**config.mk**
```make
export PLATFORM = sky130hd
export DESIGN_NAME = dcache_way_select
export DESIGN_NICKNAME = d
export VERILOG_FILES = /design/src/logic/dcache_addr_pkg.sv /design/src/logic/dcache_way_select.sv
export VERILOG_INCLUDE_DIRS = /design/src
export SDC_FILE = /design/constraint.sdc
export NUM_CORES = 1
export LEC_CHECK = 0
export ABC_AREA = 0
export BUFFER_PORTS_ARGS = -buffer_cell sky130_fd_sc_hd__buf_2
export CAP_MARGIN = 20
export CORE_AREA = 2 2 177 179
export DETAILED_ROUTE_END_ITERATION = 7
export DIE_AREA = 0 0 179 181
export PLACE_DENSITY = 0.3
export SLEW_MARGIN = 10
export SYNTH_ARGS = -nofsm -noshare
export SYNTH_HDL_FRONTEND = slang
export SYNTH_SLANG_ARGS = --single-unit
```
**constraint.sdc**
```tcl
create_clock -name clk -period 2.2 [get_ports clk]
set_input_delay 0.22 -clock clk [delete_from_list [all_inputs] [get_ports clk]]
set_output_delay 0.22 -clock clk [all_outputs]
set_load 0.1 [all_outputs]
```
**src/dcache_macros.svh**
```systemverilog
`ifndef DCACHE_MACROS_SVH
`define DCACHE_MACROS_SVH

// address split is tag | index | offset
`define DC_ADDR_W   32
`define DC_DATA_W   64
`define DC_TAG_W    22
`define DC_INDEX_W  6
`define DC_OFFSET_W 4

`define DC_WAYS     2
`define DC_BEATS    2  // words per line

`endif

```
**src/logic/dcache_addr_pkg.sv**
```systemverilog
`default_nettype none
`include "dcache_macros.svh"

package dcache_addr_pkg;

  typedef logic [`DC_ADDR_W-1:0] addr_t;
  typedef logic [`DC_TAG_W-1:0] tag_t;
  typedef logic [`DC_INDEX_W-1:0] index_t;

  typedef logic [`DC_DATA_W-1:0] word_t;
  typedef logic [`DC_DATA_W/8-1:0] strb_t;  // one bit per byte
  typedef logic [`DC_BEATS*`DC_DATA_W-1:0] line_t;

  typedef logic [$clog2(`DC_WAYS)-1:0] way_t;

endpackage

`default_nettype wire

```
**src/logic/dcache_way_select.sv**
```systemverilog
`default_nettype none
`include "dcache_macros.svh"

module dcache_way_select (
  input  wire                            clk,
  input  wire                            rst,
  input  wire [`DC_WAYS-1:0]             hit_i,
  input  wire dcache_addr_pkg::tag_t     tag_i [`DC_WAYS],
  input  wire [`DC_WAYS-1:0]             dirty_i,
  input  wire dcache_addr_pkg::line_t    line_i [`DC_WAYS],
  input  wire dcache_addr_pkg::way_t     sel_way_i,
  output logic                           hit_o,
  output dcache_addr_pkg::way_t          hit_way_o,
  output dcache_addr_pkg::way_t          victim_way_o,
  output logic                           victim_dirty_o,
  output dcache_addr_pkg::tag_t          victim_tag_o,
  output dcache_addr_pkg::line_t         line_o
);

  dcache_addr_pkg::way_t victim_q;

  // free-running counter stands in for random replacement
  always_ff @(posedge clk) begin
    if (rst) begin
      victim_q <= '0;
    end else begin
      victim_q <= victim_q + 1'b1;
    end
  end

  always_comb begin
    hit_way_o = '0;
    for (int w = 0; w < `DC_WAYS; w++) begin
      if (hit_i[w]) begin
        hit_way_o = dcache_addr_pkg::way_t'(w);
      end
    end
  end

  assign hit_o = |hit_i;

  assign victim_way_o = victim_q;
  assign victim_dirty_o = dirty_i[victim_q];
  assign victim_tag_o = tag_i[victim_q];

  assign line_o = line_i[sel_way_i];

endmodule

`default_nettype wire

```
Word level (Yosys, flattened, before mapping)
Cells that the tools add are included.

Register bits: 1. Latch bits: 0. Memory bits (writable): 0. Bits in read-only memories: 0. Input bits: 307. Output and inout bits: 154. Word-level logic and storage cells: 17. Memories: 0.

Add/subtract/negate cells: 1. $mul: 0. Divide/modulo/power cells: 0. Order comparisons: 3. Eq/ne operators: 0. Shifts and indexed selects: 0. Mux-type cells: 9. Bitwise operators: 2. Reduce and logical (&&, ||, !) cells: 1.

Operators by type and width (number): 128-bit two-way mux (3); 22-bit two-way mux (3); 2-bit greater-or-equal comparator (second input constant) (2); 1-bit inverter with 2-bit output (2); 1-bit two-way mux (3); 1-bit by 2-bit less-than comparator with 1-bit output (second input constant) (1); 2-bit OR reduction (1); 1-bit adder (second input constant) (1).

Depth between registers and ports, before layout
Gate-level depths: netlist of the first run.

Depth in word-level cells: 4. Mapped depth: 3. Gate-level depth less buffers: 1.

Least setup slack after synthesis of the first run
No wires, ideal clock.

Path type: register to output. Start: register victim_q, in the netlist victim_way_o. End: output port victim_tag_o[10]. Data arrival time: 1974 ps. Required time: 1980 ps. Path slack: 6 ps. Cell stages (with the launch flop): 4. Path buffers: 2. Cells stage by stage: dfxtp_1 buf_2 buf_4 mux2_2.

Longest elaborated chain between the ends: 4.

RTL lines: start, declared (line dcache_way_select.sv:20) `dcache_addr_pkg::way_t victim_q;`; start signal, assigned (line dcache_way_select.sv:27) `victim_q <= victim_q + 1'b1;`; 1-bit inverter with 2-bit output (not written as such) (line dcache_way_select.sv:44) `assign victim_tag_o = tag_i[victim_q];`; 22-bit two-way mux (not written as such) (3 in a row) (line dcache_way_select.sv:44); end, declared (line dcache_way_select.sv:16) `output dcache_addr_pkg::tag_t victim_tag_o,`.

Every way passes these cells. The select of a mux whose other input is x is not followed.

Final worst setup path of the first run
Start: input port sel_way_i. End: output port line_o[10].

Longest elaborated chain between the ends: 4.

RTL lines: start, declared (line dcache_way_select.sv:11) `input wire dcache_addr_pkg::way_t sel_way_i,`; 1-bit inverter with 2-bit output (not written as such) (line dcache_way_select.sv:46) `assign line_o = line_i[sel_way_i];`; 128-bit two-way mux (not written as such) (3 in a row) (line dcache_way_select.sv:46); end, declared (line dcache_way_select.sv:17) `output dcache_addr_pkg::line_t line_o`.

Every way passes these cells. The select of a mux whose other input is x is not followed.

==> flow_summary.ini, run 1 <==
[timing]
final_max_slew_viols = 0
hold_violations = 0
finalCritPeriodShare = 0.773
rsz0062_at_grt = no
final.hold.worst_slack_ns = 0.397
timing.fmax_mhz = 588
clock_skew_ns = 0
final-setup-viol-count = 0
fin_tns_setup_ns = 0
tightest_slew_ns = 0.575
fin_crit_ns = 1.70
slew_headroom = 0.619

[logic_synthesis]
netlist_instances = 172
synth-seq-area-share = 0.0103
post_synth.cell_area_avg_um2 = 11.3
yosysWarnings = 0
syn_area_um2 = 1940
synth.distinct_cells = 8
synth_nets = 479
ys_ff_latch = 1

[min_path]
holdPathEnd = victim_way_o
worst_hold_path.num_cells = 2
holdCritStartpoint = rst
holdCritPathClass = in -> reg

[flow_run]
cap_viol_max_count = 0

[power_and_ir_drop]
p_seq_frac = 0.008
cellLeakagePower_uw = 0.00247
report.power.total_uw = 2570
cell_internal_pwr_uw = 577
p_sw_frac = 0.775
combinationalPowerShare = 0.992
power_per_cell_area_nw_per_um2 = 552
share_of_total_power_in_the_clock_network = 0
power.net_switching_uw = 1990
vdd.ir_drop.worst_uv = 246

[placed_design]
dp_hpwl_um = 15300
gp_routability_congestion = 0.752
buffer_ports.inserted = 460

[layout]
layout-area-overhead-vs-synth_pct = 140
final_net_count = 930
finalCoreUtilization = 0.153
fraction_of_layout_instances_using_a_drive_strength_above_1 = 0.997
max_reg_flops = 1
fillerInstances = 3506

[die]
effective_utilization_at_floorplan = 0.0639
core-area_um2 = 30300
die_x_um = 179
floorplan.die.height_um = 181
rows = 64
die-area_um2 = 32400
top_level_ports = 461

[setup_path]
critical_path_end_type = output pin
critPathArrivalTime_ns = 1.48
reg2regPathDepth = 2
worstPathRequired_ns = 1.98
regToRegSetupSlack_ns = 1.37
regToRegEndpoint = victim_way_o
critical_path.reg2reg.startpoint = victim_way_o
criticalPathCategory = in -> out
timing.critical_path.from_type = input pin
crit_path_max_fo = 63

[routing]
dr.first_iter.drc_count = 50
detailedRoute.firstPassIterationCount = 3
detail_route.vias_per_cell = 3.14
dr_total_vias = 3196
number_of_nets_with_antenna_violations_after_detailed_routing = 0
route.detailed.drc = 0
avgRoutedWirePerCell_um = 16.1
wirelength_um = 16400

[clocking]
cts.repair.resized = 0
hold_bufs_at_cts = 0
post-cts-setup-buffers = 0
clkLatencyLatePin_ns = 0
clk_pin_slew_worst_paths_ns = 0

[grt]
number_of_antenna_violations_at_the_first_check_in_global_routing = 1
grtUsageTotal = 0.0905
global_route_wire_length_before_repair_um = 21400
grt_pass1_vias = 3297
overflow = 0
maximum_number_of_pins_on_one_net_before_global_route_repair = 64

[outcome]
run_status = complete, no violations
## power by group through the flow
stage	sequential, uW	clock (uW)	combinational (uW)
floorplan	29.8	0	2010
global placement	20.1	0	2580
detailed placement	20.2	0	2570
CTS	20.2	0	2580
global route	20.3	0.0000610	2640
finish	20.2	0.0000611	2550
## worst max path at each step
stage,start,endpoint
after CTS,sel_way_i,line_o[10]
final,sel_way_i,line_o[10]
after global placement,sel_way_i,line_o[10]
after global routing,sel_way_i,line_o[10]
after floorplan,victim_way_o,victim_tag_o[10]
after detailed placement,sel_way_i,line_o[10]
## cells in the final DEF, fill, tap and decap left out
master / netlist / routed
buf_2: 1 / 456
buf_12: 0 / 4
diode_2: 0 / 1
buf_6: 7 / 1
dfxtp_1: 1 / 1
mux2_2: 151 / 151
nor2_1: 1 / 1
buf_4: 2 / 6
or2_2: 1 / 1
## layout make-up
cell class	count	area [um^2]	share of cell area
Timing Repair Buffer	467	2420	0.520
Antenna cell	1	2.50	0.000539
Multi-Input combinational cell	153	1710	0.368
Sequential cell	1	20.0	0.00431
Tap cell	396	495	0.107
## routing by layer
layer	routed length, um	part of all wire	GRT usage
met2	8890	0.54	0.186
met4	0	0	0.00228
met1	5950	0.36	0.0992
met5	0	0	0
met3	1590	0.097	0.0143
## cells in the mapped netlist
library cell    n  area share
clkbuf_8        8       0.057
dfxtp_1         1       0.010
buf_6           7       0.041
nor2_1          1      0.0019
mux2_2        151        0.88
buf_4           2      0.0077
buf_2           1      0.0026
or2_2           1      0.0032
## through the flow
step | instance area [um^2] | worst slack [ns] | instances
floorplan | 1940 | 0.00624 | 172
global placement | 4640 | 0.492 | 1017
detailed placement | 4640 | 0.486 | 1017
CTS | 4640 | 0.488 | 1017
global route | 4650 | 0.455 | 1018
finish | 4650 | 0.500 | 1018
## kinds of logic after synthesis
kind of cell | after synthesis | synth area share
AND/OR/NAND/NOR | 2 | 0.00516
multiplexers | 151 | 0.877
buffers and inverters | 18 | 0.108
flip-flops | 1 | 0.0103
## worst max-delay path, stage by stage
cell and delay (ns):
buf_6 0.17, buf_12 0.31, mux2_2 0.40, buf_2 0.30
Note: power is estimated with default switching activity, not from simulation.
==> run 2, diff against run 1 <==
--- a/config.mk
+++ b/config.mk
@@ -9,9 +9,9 @@
 export ABC_AREA = 0
 export BUFFER_PORTS_ARGS = -buffer_cell sky130_fd_sc_hd__buf_2
 export CAP_MARGIN = 20
-export CORE_AREA = 2 2 177 179
+export CORE_AREA = 2 2 179 181
 export DETAILED_ROUTE_END_ITERATION = 7
-export DIE_AREA = 0 0 179 181
+export DIE_AREA = 0 0 181 183
 export PLACE_DENSITY = 0.3
 export SLEW_MARGIN = 10
 export SYNTH_ARGS = -nofsm -noshare
==> constraint.sdc (replaced) <==
create_clock -name clk -period 1.8 [get_ports clk]
set_input_delay 0.18 -clock clk [delete_from_list [all_inputs] [get_ports clk]]
set_output_delay 0.18 -clock clk [all_outputs]
set_load 0.1 [all_outputs]
==> flow_summary.ini, run 2 (synthesis gave the netlist of run 1 again) <==
[outcome]
run_status = complete, no violations

[grt]
global_route_wire_length_before_repair_um = 20600
number_of_antenna_violations_at_the_first_check_in_global_routing = 2
overflow = 0
grt_pass1_vias = 3363
maximum_number_of_pins_on_one_net_before_global_route_repair = 59
grtUsageTotal = 0.0833

[setup_path]
timing.critical_path.from_type = input pin
critPathArrivalTime_ns = 1.36
criticalPathCategory = in -> out
critical_path_end_type = output pin
worstPathRequired_ns = 1.62
crit_path_max_fo = 15

[clocking]
post-cts-setup-buffers = 0
clkLatencyLatePin_ns = 0
cts.repair.resized = 0
hold_bufs_at_cts = 0
clk_pin_slew_worst_paths_ns = 0

[die]
effective_utilization_at_floorplan = 0.0621
die_x_um = 181
die-area_um2 = 33100
core-area_um2 = 31200
top_level_ports = 461
floorplan.die.height_um = 183
rows = 65

[flow_run]
cap_viol_max_count = 0

[layout]
most_common_cell_after_layout_fill_and_taps_aside = buf_2
fillerInstances = 3582
layout_common_cells = buf_2 (442), mux2_2 (151), buf_12 (21), buf_4 (5)
ff_latch_area_um2 = 23.8
final_net_count = 931
layout-area-overhead-vs-synth_pct = 153
multi_input_area_um2 = 1710
fraction_of_layout_instances_using_a_drive_strength_above_1 = 0.998
max_reg_flops = 1

[timing]
timing.fmax_mhz = 649
final_max_slew_viols = 0
hold_violations = 0
finalCritPeriodShare = 0.856
rsz0062_at_grt = no
final-setup-viol-count = 0
slew_headroom = 0.639
tightest_slew_ns = 0.546
clock_skew_ns = 0
fin_crit_ns = 1.54
final.setup.worst_slack_ns = 0.259
fin_tns_setup_ns = 0

[routing]
detailedRoute.firstPassIterationCount = 4
avgRoutedWirePerCell_um = 15.2
number_of_nets_with_antenna_violations_after_detailed_routing = 0
wirelength_um = 15600
detail_route.vias_per_cell = 3.15
dr_total_vias = 3235
route.detailed.drc = 0
dr.first_iter.drc_count = 52

[placed_design]
buffer_ports.inserted = 460
dp_hpwl_um = 14500
gp_routability_congestion = 0.693
preCtsSetupSlack_ns = 0.225

[power_and_ir_drop]
cellLeakagePower_uw = 0.00256
power_per_cell_area_nw_per_um2 = 660
vdd.ir_drop.worst_uv = 247

[min_path]
holdCritPathClass = in -> reg
run 2: cell count changes in the layout (fill, tap and decap cells not counted):
cell	previous run	this run
buf_12	4	21
buf_2	456	442
buf_4	6	5
buf_6	1	0
dfxtp_1	1	0
dfxtp_4	0	1
diode_2	1	2
run 2: critical path, stage by stage:
cell and delay [ns]:
buf_4 0.13, buf_12 0.15, buf_4 0.18, mux2_2 0.26, buf_2 0.44
run 2: metrics by stage:
| step | std cells | total power [uW] | instance area, um^2 | hold slack, ns | util |
|---|---|---|---|---|---|
| global placement | 1024 | 3270 | 4910 | 0.327 | 0.157 |
| global route | 1026 | 3340 | 4910 | 0.347 | 0.157 |
| CTS | 1024 | 3270 | 4910 | 0.331 | 0.157 |
| detailed placement | 1024 | 3260 | 4910 | 0.331 | 0.157 |
| floorplan | 172 | 2490 | 1940 | 0.237 | - |
| finish | 1026 | 3240 | 4910 | 0.326 | 0.157 |
run 2: cell type report:
cell class                 instances  share of cell area
timing repair buffer             468               0.544
multi-input combinational        153               0.348
tap                              402               0.102
sequential                         1             0.00484
antenna                            2             0.00102
run 2: final timing paths:
check                    start            to  slack, ns  depth (start not counted)
setup / recovery     sel_way_i    line_o[92]       0.26                          5
hold / removal             rst  victim_way_o       0.33                          2
setup reg to reg  victim_way_o  victim_way_o       1.06                          1
hold reg to reg   victim_way_o  victim_way_o       0.59                          1
run 2: power breakdown:
| group | total (uW) | internal (uW) | switching (uW) |
|---|---|---|---|
| registers | 37.9 | 24.0 | 13.8 |
| logic | 3200 | 772 | 2430 |
| clock network | 0.000149 | 0.000149 | 0 |
run 2: per-layer routing:
layer	GRT usage	vias to the layer above	share of wire	wire [um]
met1	0.0847	1399	0.35	5460
li1	-	1556	-	-
met5	0	-	0	0
met3	0.0175	8	0.095	1480
met2	0.176	272	0.54	8500
met4	0.0104	0	0.012	184
