### config.mk
export PLATFORM = sky130hd
export DESIGN_NAME = dcache_ctrl
export DESIGN_NICKNAME = d
export VERILOG_FILES = /design/src/logic/dcache_addr_pkg.sv /design/src/logic/dcache_bus_pkg.sv /design/src/logic/dcache_ctrl.sv
export VERILOG_INCLUDE_DIRS = /design/src
export SDC_FILE = /design/constraint.sdc
export NUM_CORES = 1
export LEC_CHECK = 0
export BUFFER_PORTS_ARGS = -buffer_cell sky130_fd_sc_hd__clkbuf_2
export CORE_AREA = 2 2 272 274
export CTS_CLUSTER_SIZE = 40
export DETAILED_ROUTE_END_ITERATION = 10
export DIE_AREA = 0 0 274 276
export GPL_TIMING_DRIVEN = 0
export PLACE_DENSITY_LB_ADDON = 0.15
export RECOVER_POWER = 25
export SYNTH_ARGS = -nofsm -noshare
export SYNTH_HDL_FRONTEND = slang
export SYNTH_SLANG_ARGS = --single-unit
### constraint.sdc
create_clock -name clk -period 6.1 [get_ports clk]
set_input_delay 0.305 -clock clk [delete_from_list [all_inputs] [get_ports clk]]
set_output_delay 0.305 -clock clk [all_outputs]
set_load 0.02 [all_outputs]
### src/dcache_macros.svh
`ifndef DCACHE_MACROS_SVH
`define DCACHE_MACROS_SVH

// address split is tag | index | offset
`define DC_ADDR_W   32
`define DC_DATA_W   64
`define DC_TAG_W    22
`define DC_INDEX_W  6
`define DC_OFFSET_W 4

`define DC_WAYS     2
`define DC_BEATS    2  // words per line

`endif

### src/logic/dcache_addr_pkg.sv
`default_nettype none
`include "dcache_macros.svh"

package dcache_addr_pkg;

  typedef logic [`DC_ADDR_W-1:0] addr_t;
  typedef logic [`DC_TAG_W-1:0] tag_t;
  typedef logic [`DC_INDEX_W-1:0] index_t;

  typedef logic [`DC_DATA_W-1:0] word_t;
  typedef logic [`DC_DATA_W/8-1:0] strb_t;  // one bit per byte
  typedef logic [`DC_BEATS*`DC_DATA_W-1:0] line_t;

  typedef logic [$clog2(`DC_WAYS)-1:0] way_t;

endpackage

`default_nettype wire

### src/logic/dcache_bus_pkg.sv
`default_nettype none
`include "dcache_macros.svh"

package dcache_bus_pkg;

  // one cpu store
  typedef struct packed {
    dcache_addr_pkg::word_t data;
    dcache_addr_pkg::strb_t strb;
  } wr_data_t;

  typedef struct packed {
    dcache_addr_pkg::word_t data;
    logic last;
  } mem_w_t;

  typedef struct packed {
    dcache_addr_pkg::word_t data;
    logic last;
  } mem_r_t;

  // update of one way, applied on the next edge
  typedef struct packed {
    dcache_addr_pkg::index_t index;
    logic [$clog2(`DC_BEATS)-1:0] word_sel;
    dcache_addr_pkg::strb_t strb;
    dcache_addr_pkg::word_t data;
    dcache_addr_pkg::tag_t tag;
    logic write_tag;
    logic set_valid;
    logic clear_valid;
    logic set_dirty;
    logic clear_dirty;
  } way_wr_t;

endpackage

`default_nettype wire

### src/logic/dcache_ctrl.sv
`default_nettype none
`include "dcache_macros.svh"

module dcache_ctrl (
  input  wire                            clk,
  input  wire                            rst,
  // cpu side
  input  wire                            rd_req_valid_i,
  output logic                           rd_req_ready_o,
  input  wire dcache_addr_pkg::addr_t    rd_req_addr_i,
  output logic                           rd_rsp_valid_o,
  input  wire                            rd_rsp_ready_i,
  output dcache_addr_pkg::word_t         rd_rsp_data_o,
  input  wire                            wr_req_valid_i,
  output logic                           wr_req_ready_o,
  input  wire dcache_addr_pkg::addr_t    wr_req_addr_i,
  input  wire                            wr_data_valid_i,
  output logic                           wr_data_ready_o,
  input  wire dcache_bus_pkg::wr_data_t  wr_data_i,
  output logic                           wr_done_valid_o,
  input  wire                            wr_done_ready_i,
  // memory side
  output logic                           mem_ar_valid_o,
  input  wire                            mem_ar_ready_i,
  output dcache_addr_pkg::addr_t         mem_ar_addr_o,
  input  wire                            mem_r_valid_i,
  output logic                           mem_r_ready_o,
  input  wire dcache_bus_pkg::mem_r_t    mem_r_i,
  output logic                           mem_aw_valid_o,
  input  wire                            mem_aw_ready_i,
  output dcache_addr_pkg::addr_t         mem_aw_addr_o,
  output logic                           mem_w_valid_o,
  input  wire                            mem_w_ready_i,
  output dcache_bus_pkg::mem_w_t         mem_w_o,
  input  wire                            mem_b_valid_i,
  output logic                           mem_b_ready_o,
  // ways
  output dcache_addr_pkg::index_t        lookup_index_o,
  output dcache_addr_pkg::tag_t          lookup_tag_o,
  output dcache_bus_pkg::way_wr_t        way_wr_o,
  output logic [`DC_WAYS-1:0]            way_wr_en_o,
  output dcache_addr_pkg::way_t          sel_way_o,
  input  wire                            hit_i,
  input  wire dcache_addr_pkg::way_t     hit_way_i,
  input  wire dcache_addr_pkg::way_t     victim_way_i,
  input  wire                            victim_dirty_i,
  input  wire dcache_addr_pkg::tag_t     victim_tag_i,
  input  wire dcache_addr_pkg::line_t    line_i
);

  localparam int WORD_LSB = $clog2(`DC_DATA_W / 8);
  localparam int BEAT_W = $clog2(`DC_BEATS);

  typedef enum logic [2:0] {
    S_IDLE,
    S_HIT,
    S_WB_ADDR,
    S_WB_DATA,
    S_WB_RESP,
    S_RF_ADDR,
    S_RF_DATA
  } state_t;

  state_t state_q;
  dcache_addr_pkg::addr_t addr_q;
  dcache_addr_pkg::addr_t aw_addr_q;
  dcache_addr_pkg::way_t way_q;  // victim being replaced
  logic [BEAT_W-1:0] beat_q;
  logic is_wr_q;
  logic lookup_q;  // way outputs not yet valid for addr_q
  logic got_q;  // store data buffered
  dcache_bus_pkg::wr_data_t wdata_q;

  dcache_bus_pkg::wr_data_t wdata;
  logic [BEAT_W-1:0] word_sel;
  logic rd_acc, wr_acc, wd_xfer, r_xfer, rsp_xfer;
  logic last_beat, look_done, do_merge;

  assign rd_req_ready_o = state_q == S_IDLE;
  assign wr_req_ready_o = state_q == S_IDLE && !rd_req_valid_i;  // read wins

  assign rd_acc = rd_req_valid_i && rd_req_ready_o;
  assign wr_acc = wr_req_valid_i && wr_req_ready_o;
  assign wd_xfer = wr_data_valid_i && wr_data_ready_o;
  assign r_xfer = mem_r_valid_i && mem_r_ready_o;
  assign rsp_xfer = (rd_rsp_valid_o && rd_rsp_ready_i) || (wr_done_valid_o && wr_done_ready_i);
  assign last_beat = beat_q == BEAT_W'(`DC_BEATS - 1);

  assign lookup_index_o = addr_q[`DC_OFFSET_W +: `DC_INDEX_W];
  assign lookup_tag_o = addr_q[`DC_ADDR_W-1 -: `DC_TAG_W];
  assign word_sel = addr_q[WORD_LSB +: BEAT_W];
  assign sel_way_o = (state_q == S_HIT) ? hit_way_i : way_q;

  // lookup result valid and no response pending
  assign look_done = state_q == S_HIT && !lookup_q && !rd_rsp_valid_o && !wr_done_valid_o;
  assign wdata = got_q ? wdata_q : wr_data_i;
  assign do_merge = look_done && hit_i && is_wr_q && (got_q || wd_xfer);

  assign mem_aw_valid_o = state_q == S_WB_ADDR;
  assign mem_w_valid_o = state_q == S_WB_DATA;
  assign mem_b_ready_o = state_q == S_WB_RESP;
  assign mem_ar_valid_o = state_q == S_RF_ADDR;
  assign mem_r_ready_o = state_q == S_RF_DATA;

  assign mem_aw_addr_o = aw_addr_q;
  assign mem_ar_addr_o = {addr_q[`DC_ADDR_W-1:`DC_OFFSET_W], `DC_OFFSET_W'(0)};
  assign mem_w_o.data = line_i[beat_q * `DC_DATA_W +: `DC_DATA_W];  // low word first
  assign mem_w_o.last = last_beat;

  always_comb begin
    way_wr_o = '0;
    way_wr_en_o = '0;
    way_wr_o.index = lookup_index_o;
    way_wr_o.tag = lookup_tag_o;
    if (do_merge) begin
      way_wr_en_o[hit_way_i] = 1'b1;
      way_wr_o.word_sel = word_sel;
      way_wr_o.strb = wdata.strb;
      way_wr_o.data = wdata.data;
      way_wr_o.set_dirty = 1'b1;
    end else if (state_q == S_RF_DATA && r_xfer) begin
      way_wr_en_o[way_q] = 1'b1;
      way_wr_o.word_sel = beat_q;
      way_wr_o.strb = '1;
      way_wr_o.data = mem_r_i.data;
      way_wr_o.clear_valid = beat_q == '0;  // line invalid until last beat
      way_wr_o.clear_dirty = beat_q == '0;
      way_wr_o.write_tag = mem_r_i.last;
      way_wr_o.set_valid = mem_r_i.last;
    end
  end

  always_ff @(posedge clk) begin
    if (rst) begin
      state_q <= S_IDLE;
      way_q <= '0;
      beat_q <= '0;
      is_wr_q <= 1'b0;
      lookup_q <= 1'b0;
      got_q <= 1'b0;
      rd_rsp_valid_o <= 1'b0;
      wr_data_ready_o <= 1'b0;
      wr_done_valid_o <= 1'b0;
    end else begin
      case (state_q)
        S_IDLE: begin
          if (rd_acc || wr_acc) begin
            is_wr_q <= !rd_acc;
            lookup_q <= 1'b1;
            state_q <= S_HIT;
          end
        end
        S_HIT: begin
          lookup_q <= 1'b0;
          if (lookup_q) begin
            if (is_wr_q && !got_q) wr_data_ready_o <= 1'b1;
          end else if (rd_rsp_valid_o || wr_done_valid_o) begin
            if (rsp_xfer) begin
              rd_rsp_valid_o <= 1'b0;
              wr_done_valid_o <= 1'b0;
              state_q <= S_IDLE;
            end
          end else if (!hit_i) begin
            way_q <= victim_way_i;
            state_q <= victim_dirty_i ? S_WB_ADDR : S_RF_ADDR;
          end else if (!is_wr_q) begin
            rd_rsp_valid_o <= 1'b1;
          end else if (do_merge) begin
            got_q <= 1'b0;
            wr_done_valid_o <= 1'b1;
          end
        end
        S_WB_ADDR: if (mem_aw_ready_i) state_q <= S_WB_DATA;
        S_WB_DATA: begin
          if (mem_w_ready_i) begin
            beat_q <= last_beat ? '0 : beat_q + 1'b1;
            if (last_beat) state_q <= S_WB_RESP;
          end
        end
        S_WB_RESP: if (mem_b_valid_i) state_q <= S_RF_ADDR;
        S_RF_ADDR: if (mem_ar_ready_i) state_q <= S_RF_DATA;
        S_RF_DATA: begin
          if (r_xfer) begin
            beat_q <= beat_q + 1'b1;
            if (mem_r_i.last) begin
              beat_q <= '0;
              lookup_q <= 1'b1;  // second lookup hits the refilled line
              state_q <= S_HIT;
            end
          end
        end
        default: state_q <= S_IDLE;
      endcase
      // store data may arrive in any state
      if (wd_xfer) begin
        wr_data_ready_o <= 1'b0;
        got_q <= !do_merge;
      end
    end
  end

  always_ff @(posedge clk) begin
    if (rd_acc) begin
      addr_q <= rd_req_addr_i;
    end else if (wr_acc) begin
      addr_q <= wr_req_addr_i;
    end
    if (look_done && !hit_i) begin
      aw_addr_q <= {victim_tag_i, lookup_index_o, `DC_OFFSET_W'(0)};
    end
    if (look_done && hit_i && !is_wr_q) begin
      rd_rsp_data_o <= line_i[word_sel * `DC_DATA_W +: `DC_DATA_W];
    end
    if (wd_xfer) begin
      wdata_q <= wr_data_i;
    end
  end

endmodule

`default_nettype wire

After elaboration in Yosys (flattened, before gate mapping)
Cells that the tools add are included.
- logic and storage cells: 154
- bits of input ports: 367
- output and inout port bits: 340
- register bits after elaboration: 207
- muxes and demuxes: 55
- bitwise operators: 4
- eq/ne operators: 21
- reductions and logical operators: 53
- $lt $le $gt $ge: 4
- shift operators: 2
- add/subtract/negate cells: 1
- operators by type and width (kind ; count):
    $shiftx A128 B8 Y64 ; 2
    $mux W73 ; 2
    $mux W72 ; 1
    $mux W32 ; 2
    $mux W3 ; 15
    $mux W1 ; 28
    $pmux W3 S7 ; 1
    $logic_and A1 B1 Y1 ; 19
    $ne A2 B1 Y1 const B ; 9
    $reduce_bool A2 Y1 ; 9
    $reduce_and A6 Y1 ; 2
    $reduce_and A11 Y1 ; 1
    $eq A3 B3 Y1 const B ; 3
    $logic_not A1 Y1 ; 9
    $ne A2 B2 Y1 const B ; 4
    $reduce_and A4 Y1 ; 2
    $eq A3 B2 Y1 const B ; 2
    $reduce_and A3 Y1 ; 2
    $reduce_and A5 Y1 ; 1
    $logic_or A1 B1 Y1 ; 4
    $lt A1 B2 Y1 const B ; 2
    $mux W2 ; 2
    $not A1 Y1 ; 4
    $eq A3 B1 Y1 const B ; 1
    11 further kinds ; 13

Depth between registers and ports, before layout
- depth in word-level cells: 14
- mapped depth: 8
- gate-level depth less buffers: 6

Least setup slack after synthesis
Ideal clock, no wire load.
- path kind: reg2reg
- from: register state_q[1]
- to: register rd_rsp_data_o[0], enable pin
- data arrival time: 4.810 ns
- setup time: 0.526 ns
- required time: 5.574 ns
- path slack: 0.764 ns
- path buffers: 1
- cell stages (with the launch flop): 5
- period minus slack after synthesis: 5.336 ns
- path through: dfxtp_1 > buf_2 > or3b_4 > or3_1 > nor4b_2
- word-level cells in the longest chain between the ends: 6
- RTL lines (element ; RTL line ; text):
    start: declaration ; dcache_ctrl.sv:64 ; state_t state_q;
    start signal: assignment ; dcache_ctrl.sv:165 ; state_q <= victim_dirty_i ? S_WB_ADDR : S_RF_ADDR;
    $eq A3 B1 Y1 ; dcache_ctrl.sv:95 ; assign look_done = state_q == S_HIT && !lookup_q && !rd_rsp_valid_o && !wr_done_valid_o;
    $logic_and A1 B1 Y1 (3 in a row) ; dcache_ctrl.sv:95 ;
    $logic_and A1 B1 Y1 (2 in a row) ; dcache_ctrl.sv:211 ; if (look_done && hit_i && !is_wr_q) begin
    end signal: assignment ; dcache_ctrl.sv:212 ; rd_rsp_data_o <= line_i[word_sel * `DC_DATA_W +: `DC_DATA_W];
    end: declaration ; dcache_ctrl.sv:13 ; output dcache_addr_pkg::word_t rd_rsp_data_o,
No other way between the ends.
A chain may end at the register's enable or synchronous reset.

Final worst setup path
- from: register wr_data_ready_o
- to: register wdata_q[2] (netlist bit), enable pin
- word-level cells in the longest chain between the ends: 1
- RTL lines (element ; RTL line ; text):
    start: declaration ; dcache_ctrl.sv:18 ; output logic wr_data_ready_o,
    start signal: assignment ; dcache_ctrl.sv:142 ; wr_data_ready_o <= 1'b0;
    start signal: assignment ; dcache_ctrl.sv:156 ; if (is_wr_q && !got_q) wr_data_ready_o <= 1'b1;
    start signal: assignment ; dcache_ctrl.sv:196 ; wr_data_ready_o <= 1'b0;
    $logic_and A1 B1 Y1 ; dcache_ctrl.sv:84 ; assign wd_xfer = wr_data_valid_i && wr_data_ready_o;
    via wd_xfer ; dcache_ctrl.sv:76 ; logic rd_acc, wr_acc, wd_xfer, r_xfer, rsp_xfer;
    end signal: assignment ; dcache_ctrl.sv:215 ; wdata_q <= wr_data_i;
    end: declaration ; dcache_ctrl.sv:72 ; dcache_bus_pkg::wr_data_t wdata_q;
The timed path passes the listed nets, and every way through them passes these cells.

==> impl_metrics.py <==
metrics = {
    "layout": {
        "fin_util_pct": 23.76,
        "postLayoutCellArea_um2": 17250,
        "drive_gt1_share_pct": 59.50,
        "layout.nets": 1994,
        "areaGrowthSynthToFinish_pct": 61.13,
    },
    "global_routing": {
        "use_met1_pct": 12.89,
        "grt.busiest_layer": "met2",
        "use_met3_pct": 3.561,
        "grt_util_met2_pct": 21.83,
        "grt_usage_pct": 11.86,
        "grt_pass1_wl_um": 66270,
        "grt_max_degree": 63,
        "first_global_vias": 10010,
        "antenna_found_initial": 5,
        "overflow": 0,
    },
    "clock_tree": {
        "path_clk_slew_ps": 60,
        "numCtsBuffers": 27,
        "clkLatencyLatePin_ps": 560,
        "post_cts_resized": 0,
        "root_buffer": "clkbuf_16",
        "clockBufferDepth": 3,
        "post_cts_buffers": 0,
        "tritoncts": "yes",
        "cts.sinks": 204,
        "cts_max_level": 1,
        "cts.hold.buffers_added": 98,
    },
    "worst_setup_path": {
        "reg2reg_slack_ps": 1820,
        "cp.required_ps": 6180,
        "crit_fanout": 62,
        "path_buf_inv": 1,
        "crit_type": "reg -> reg",
        "worstSetupEndpoint": "wdata_q[2]",
        "reg2reg_to": "wdata_q[2]",
        "slowest_delay_ps": 2690,
        "critPathTopFamily": "buffers and inverters",
        "cp.arrival_ps": 4360,
        "crit_slowest_cell": "clkbuf_1",
        "crit_chain": "and2_0, clkbuf_1",
        "worstSetupStartpoint": "wr_data_ready_o",
        "endpoint_kind": "flop",
        "critical_path_depth": 2,
        "regToRegStartpoint": "wr_data_ready_o",
        "r2r_cells": 2,
        "cp-start-kind": "flop",
    },
    "floorplan": {
        "io_pins": 707,
        "placementRows": 99,
        "start_util_pct": 14.74,
        "die_area_um2": 75620,
        "die_y_um": 276,
        "die_x_um": 274,
        "core-area_um2": 72590,
    },
    "placement": {
        "place_ws_ps": 2699,
        "postPlaceCellArea_um2": 15510,
        "post-dp-hpwl_um": 38990,
        "io_buffers": 692,
        "place_congestion": 0.8369,
    },
    "timing": {
        "layout_setup_ws_ps": 1824,
        "fmax_mhz": 233.9,
        "final-setup-viol-count": 0,
        "fin_crit_ps": 4276,
        "hold_viol": 0,
        "slew_headroom_pct": -151.2,
        "timing.final.crit_share_pct": 70.09,
        "fin_hold_ws_ps": 20.50,
        "rsz0062_at_grt": "no",
        "finalMaxSlewViolations": 63,
        "tightestPinTransition_ps": 3768,
        "fin_skew_ps": 18.90,
    },
    "pwr": {
        "peakVddDrop_uv": 218.7,
        "p_leak_nw": 7.161,
        "finalPower_mw": 5.654,
        "powerDensity_nw_per_um2": 327.9,
    },
    "job": {
        "max_cap_viol_count": 1,
    },
    "synthesis": {
        "syn_avg_cell_area_um2": 13.48,
        "syn-instance-count": 794,
        "ys_ff_latch": 204,
        "synth_cell_type_count": 43,
        "synth_edf_count": 193,
        "synth_async_sr_flop_share_pct": 0,
        "ys.flop_type": "edfxtp_1",
        "yosysWarnings": 0,
        "synth_sequential_area_ratio_pct": 56.21,
        "syn-cell-area_um2": 10700,
    },
    "detailed_routing": {
        "drt_iter0_markers": 245,
        "final_antenna_net_count": 0,
        "drt-total-wl_um": 47520,
        "avgRoutedWirePerCell_um": 18.21,
        "vias": 9430,
        "vias_per_cell": 3.614,
        "drt-pass1-iter-count": 5,
        "drc": 0,
    },
    "status": {
        "violations": "capacitance limit, slew limit",
        "outcome": "complete, but fails checks",
    },
    "min_path": {
        "min_path_type": "in -> reg",
    },
}
metal layers:
| metal | vias up | part of all wire (%) |
|---|---|---|
| li1 | 4547 | - |
| met1 | 4449 | 38 |
| met2 | 375 | 52 |
| met3 | 57 | 7.5 |
| met4 | 2 | 3.2 |
| met5 | - | 0.027 |
cells in the mapped netlist (2+ instances only):
cell type  count  area share (%)
mux2i_1       74             6.9
nor2_1         8            0.28
inv_1          5            0.18
edfxtp_1     193              54
and3_1         4            0.23
dfxtp_1       11             2.1
and2_1         3            0.18
nor3b_1        4            0.28
buf_4         96             6.7
o21ai_0       26             1.2
buf_2          5            0.23
a211oi_1       2            0.14
a22o_1         2            0.16
o21ai_2       40             3.3
buf_1          3            0.11
mux2_2       157              17
a31oi_1        2            0.12
buf_6          6            0.63
clkbuf_1      34             1.2
nor4_1         3            0.18
a21oi_1        8            0.37
nand2_1       75             2.6
o21ai_1        8            0.37
nor3_1         6            0.28
area by class of cell:
type,count,area [um2]
Antenna cell,3,7.507
Buffer,144,952.2
Clock buffer,27,675.6
Clock inverter,22,188.9
Fill cell,7939,55340
Inverter,5,18.77
Multi-Input combinational cell,448,3760
Sequential cell,204,6016
Tap cell,959,1200
Timing Repair Buffer,797,4427
logic make-up (layout without fill, tap and decap cells):
group / count (synthesis) / after routing / synth area share [%]
simple gates: 111 / 111 / 4.746
flops: 204 / 204 / 56.21
compound gates: 98 / 98 / 6.500
other cells: 1 / 11 / 0.03504
buf+inv: 149 / 995 / 9.072
mux: 231 / 231 / 23.44
worst min-delay path, stage by stage:
cell and delay, ps:
clkbuf_2 80, nand2_1 70, a21oi_1 60
registers in the layout, summed over array words and instances, names as in the netlist:
signal           count
addr_q              29
beat_q               1
got_q                1
is_wr_q              1
lookup_q             1
mem_aw_addr_o       28
rd_rsp_data_o       64
rd_rsp_valid_o       1
state_q              3
way_q                1
wdata_q             72
wr_data_ready_o      1
wr_done_valid_o      1
where the power goes:
group | switching [mW] | leakage [nW] | total [mW] | internal (mW)
logic | 1.21 | 4.89 | 2.12 | 0.918
registers | 0.129 | 1.85 | 1.94 | 1.82
clock network | 0.656 | 0.416 | 1.59 | 0.929
cell usage in the layout, fill, tap and decap left out, types with 4 or more instances in the layout:
| cell | n |
|---|---|
| a21oi_1 | 8 |
| and3_1 | 4 |
| buf_2 | 5 |
| buf_4 | 96 |
| buf_6 | 12 |
| clkbuf_1 | 106 |
| clkbuf_16 | 27 |
| clkbuf_2 | 621 |
| clkinv_1 | 8 |
| clkinv_2 | 6 |
| clkinvlp_4 | 4 |
| conb_1 | 8 |
| dfxtp_1 | 11 |
| dlygate4sd3_1 | 98 |
| edfxtp_1 | 193 |
| inv_1 | 5 |
| mux2_2 | 157 |
| mux2i_1 | 74 |
| nand2_1 | 75 |
| nor2_1 | 7 |
| nor3_1 | 6 |
| nor3b_1 | 4 |
| o21ai_0 | 26 |
| o21ai_1 | 8 |
| o21ai_2 | 40 |
through the flow:
step / cells / setup TNS [ps]
4_1_cts: 2606 / 0
2_1_floorplan: 801 / 0
3_5_place_dp: 2459 / 0
5_1_grt: 2607 / 0
3_3_place_gp: 2452 / -129370
6_report: 2609 / 0
how the worst min path moves through the flow:
stage	start	endpoint	slack, ps	cells past startpoint
final	victim_way_i	way_q	20	3
after global routing	victim_way_i	way_q	20	3
after CTS	victim_way_i	way_q	0.9	3
after detailed placement	victim_tag_i[12]	mem_aw_addr_o[22]	480	1
after global placement	victim_tag_i[21]	mem_aw_addr_o[31]	480	1
after floorplan	rst	state_q[2]	380	1
No activity file was read; power rests on OpenSTA's default activity.
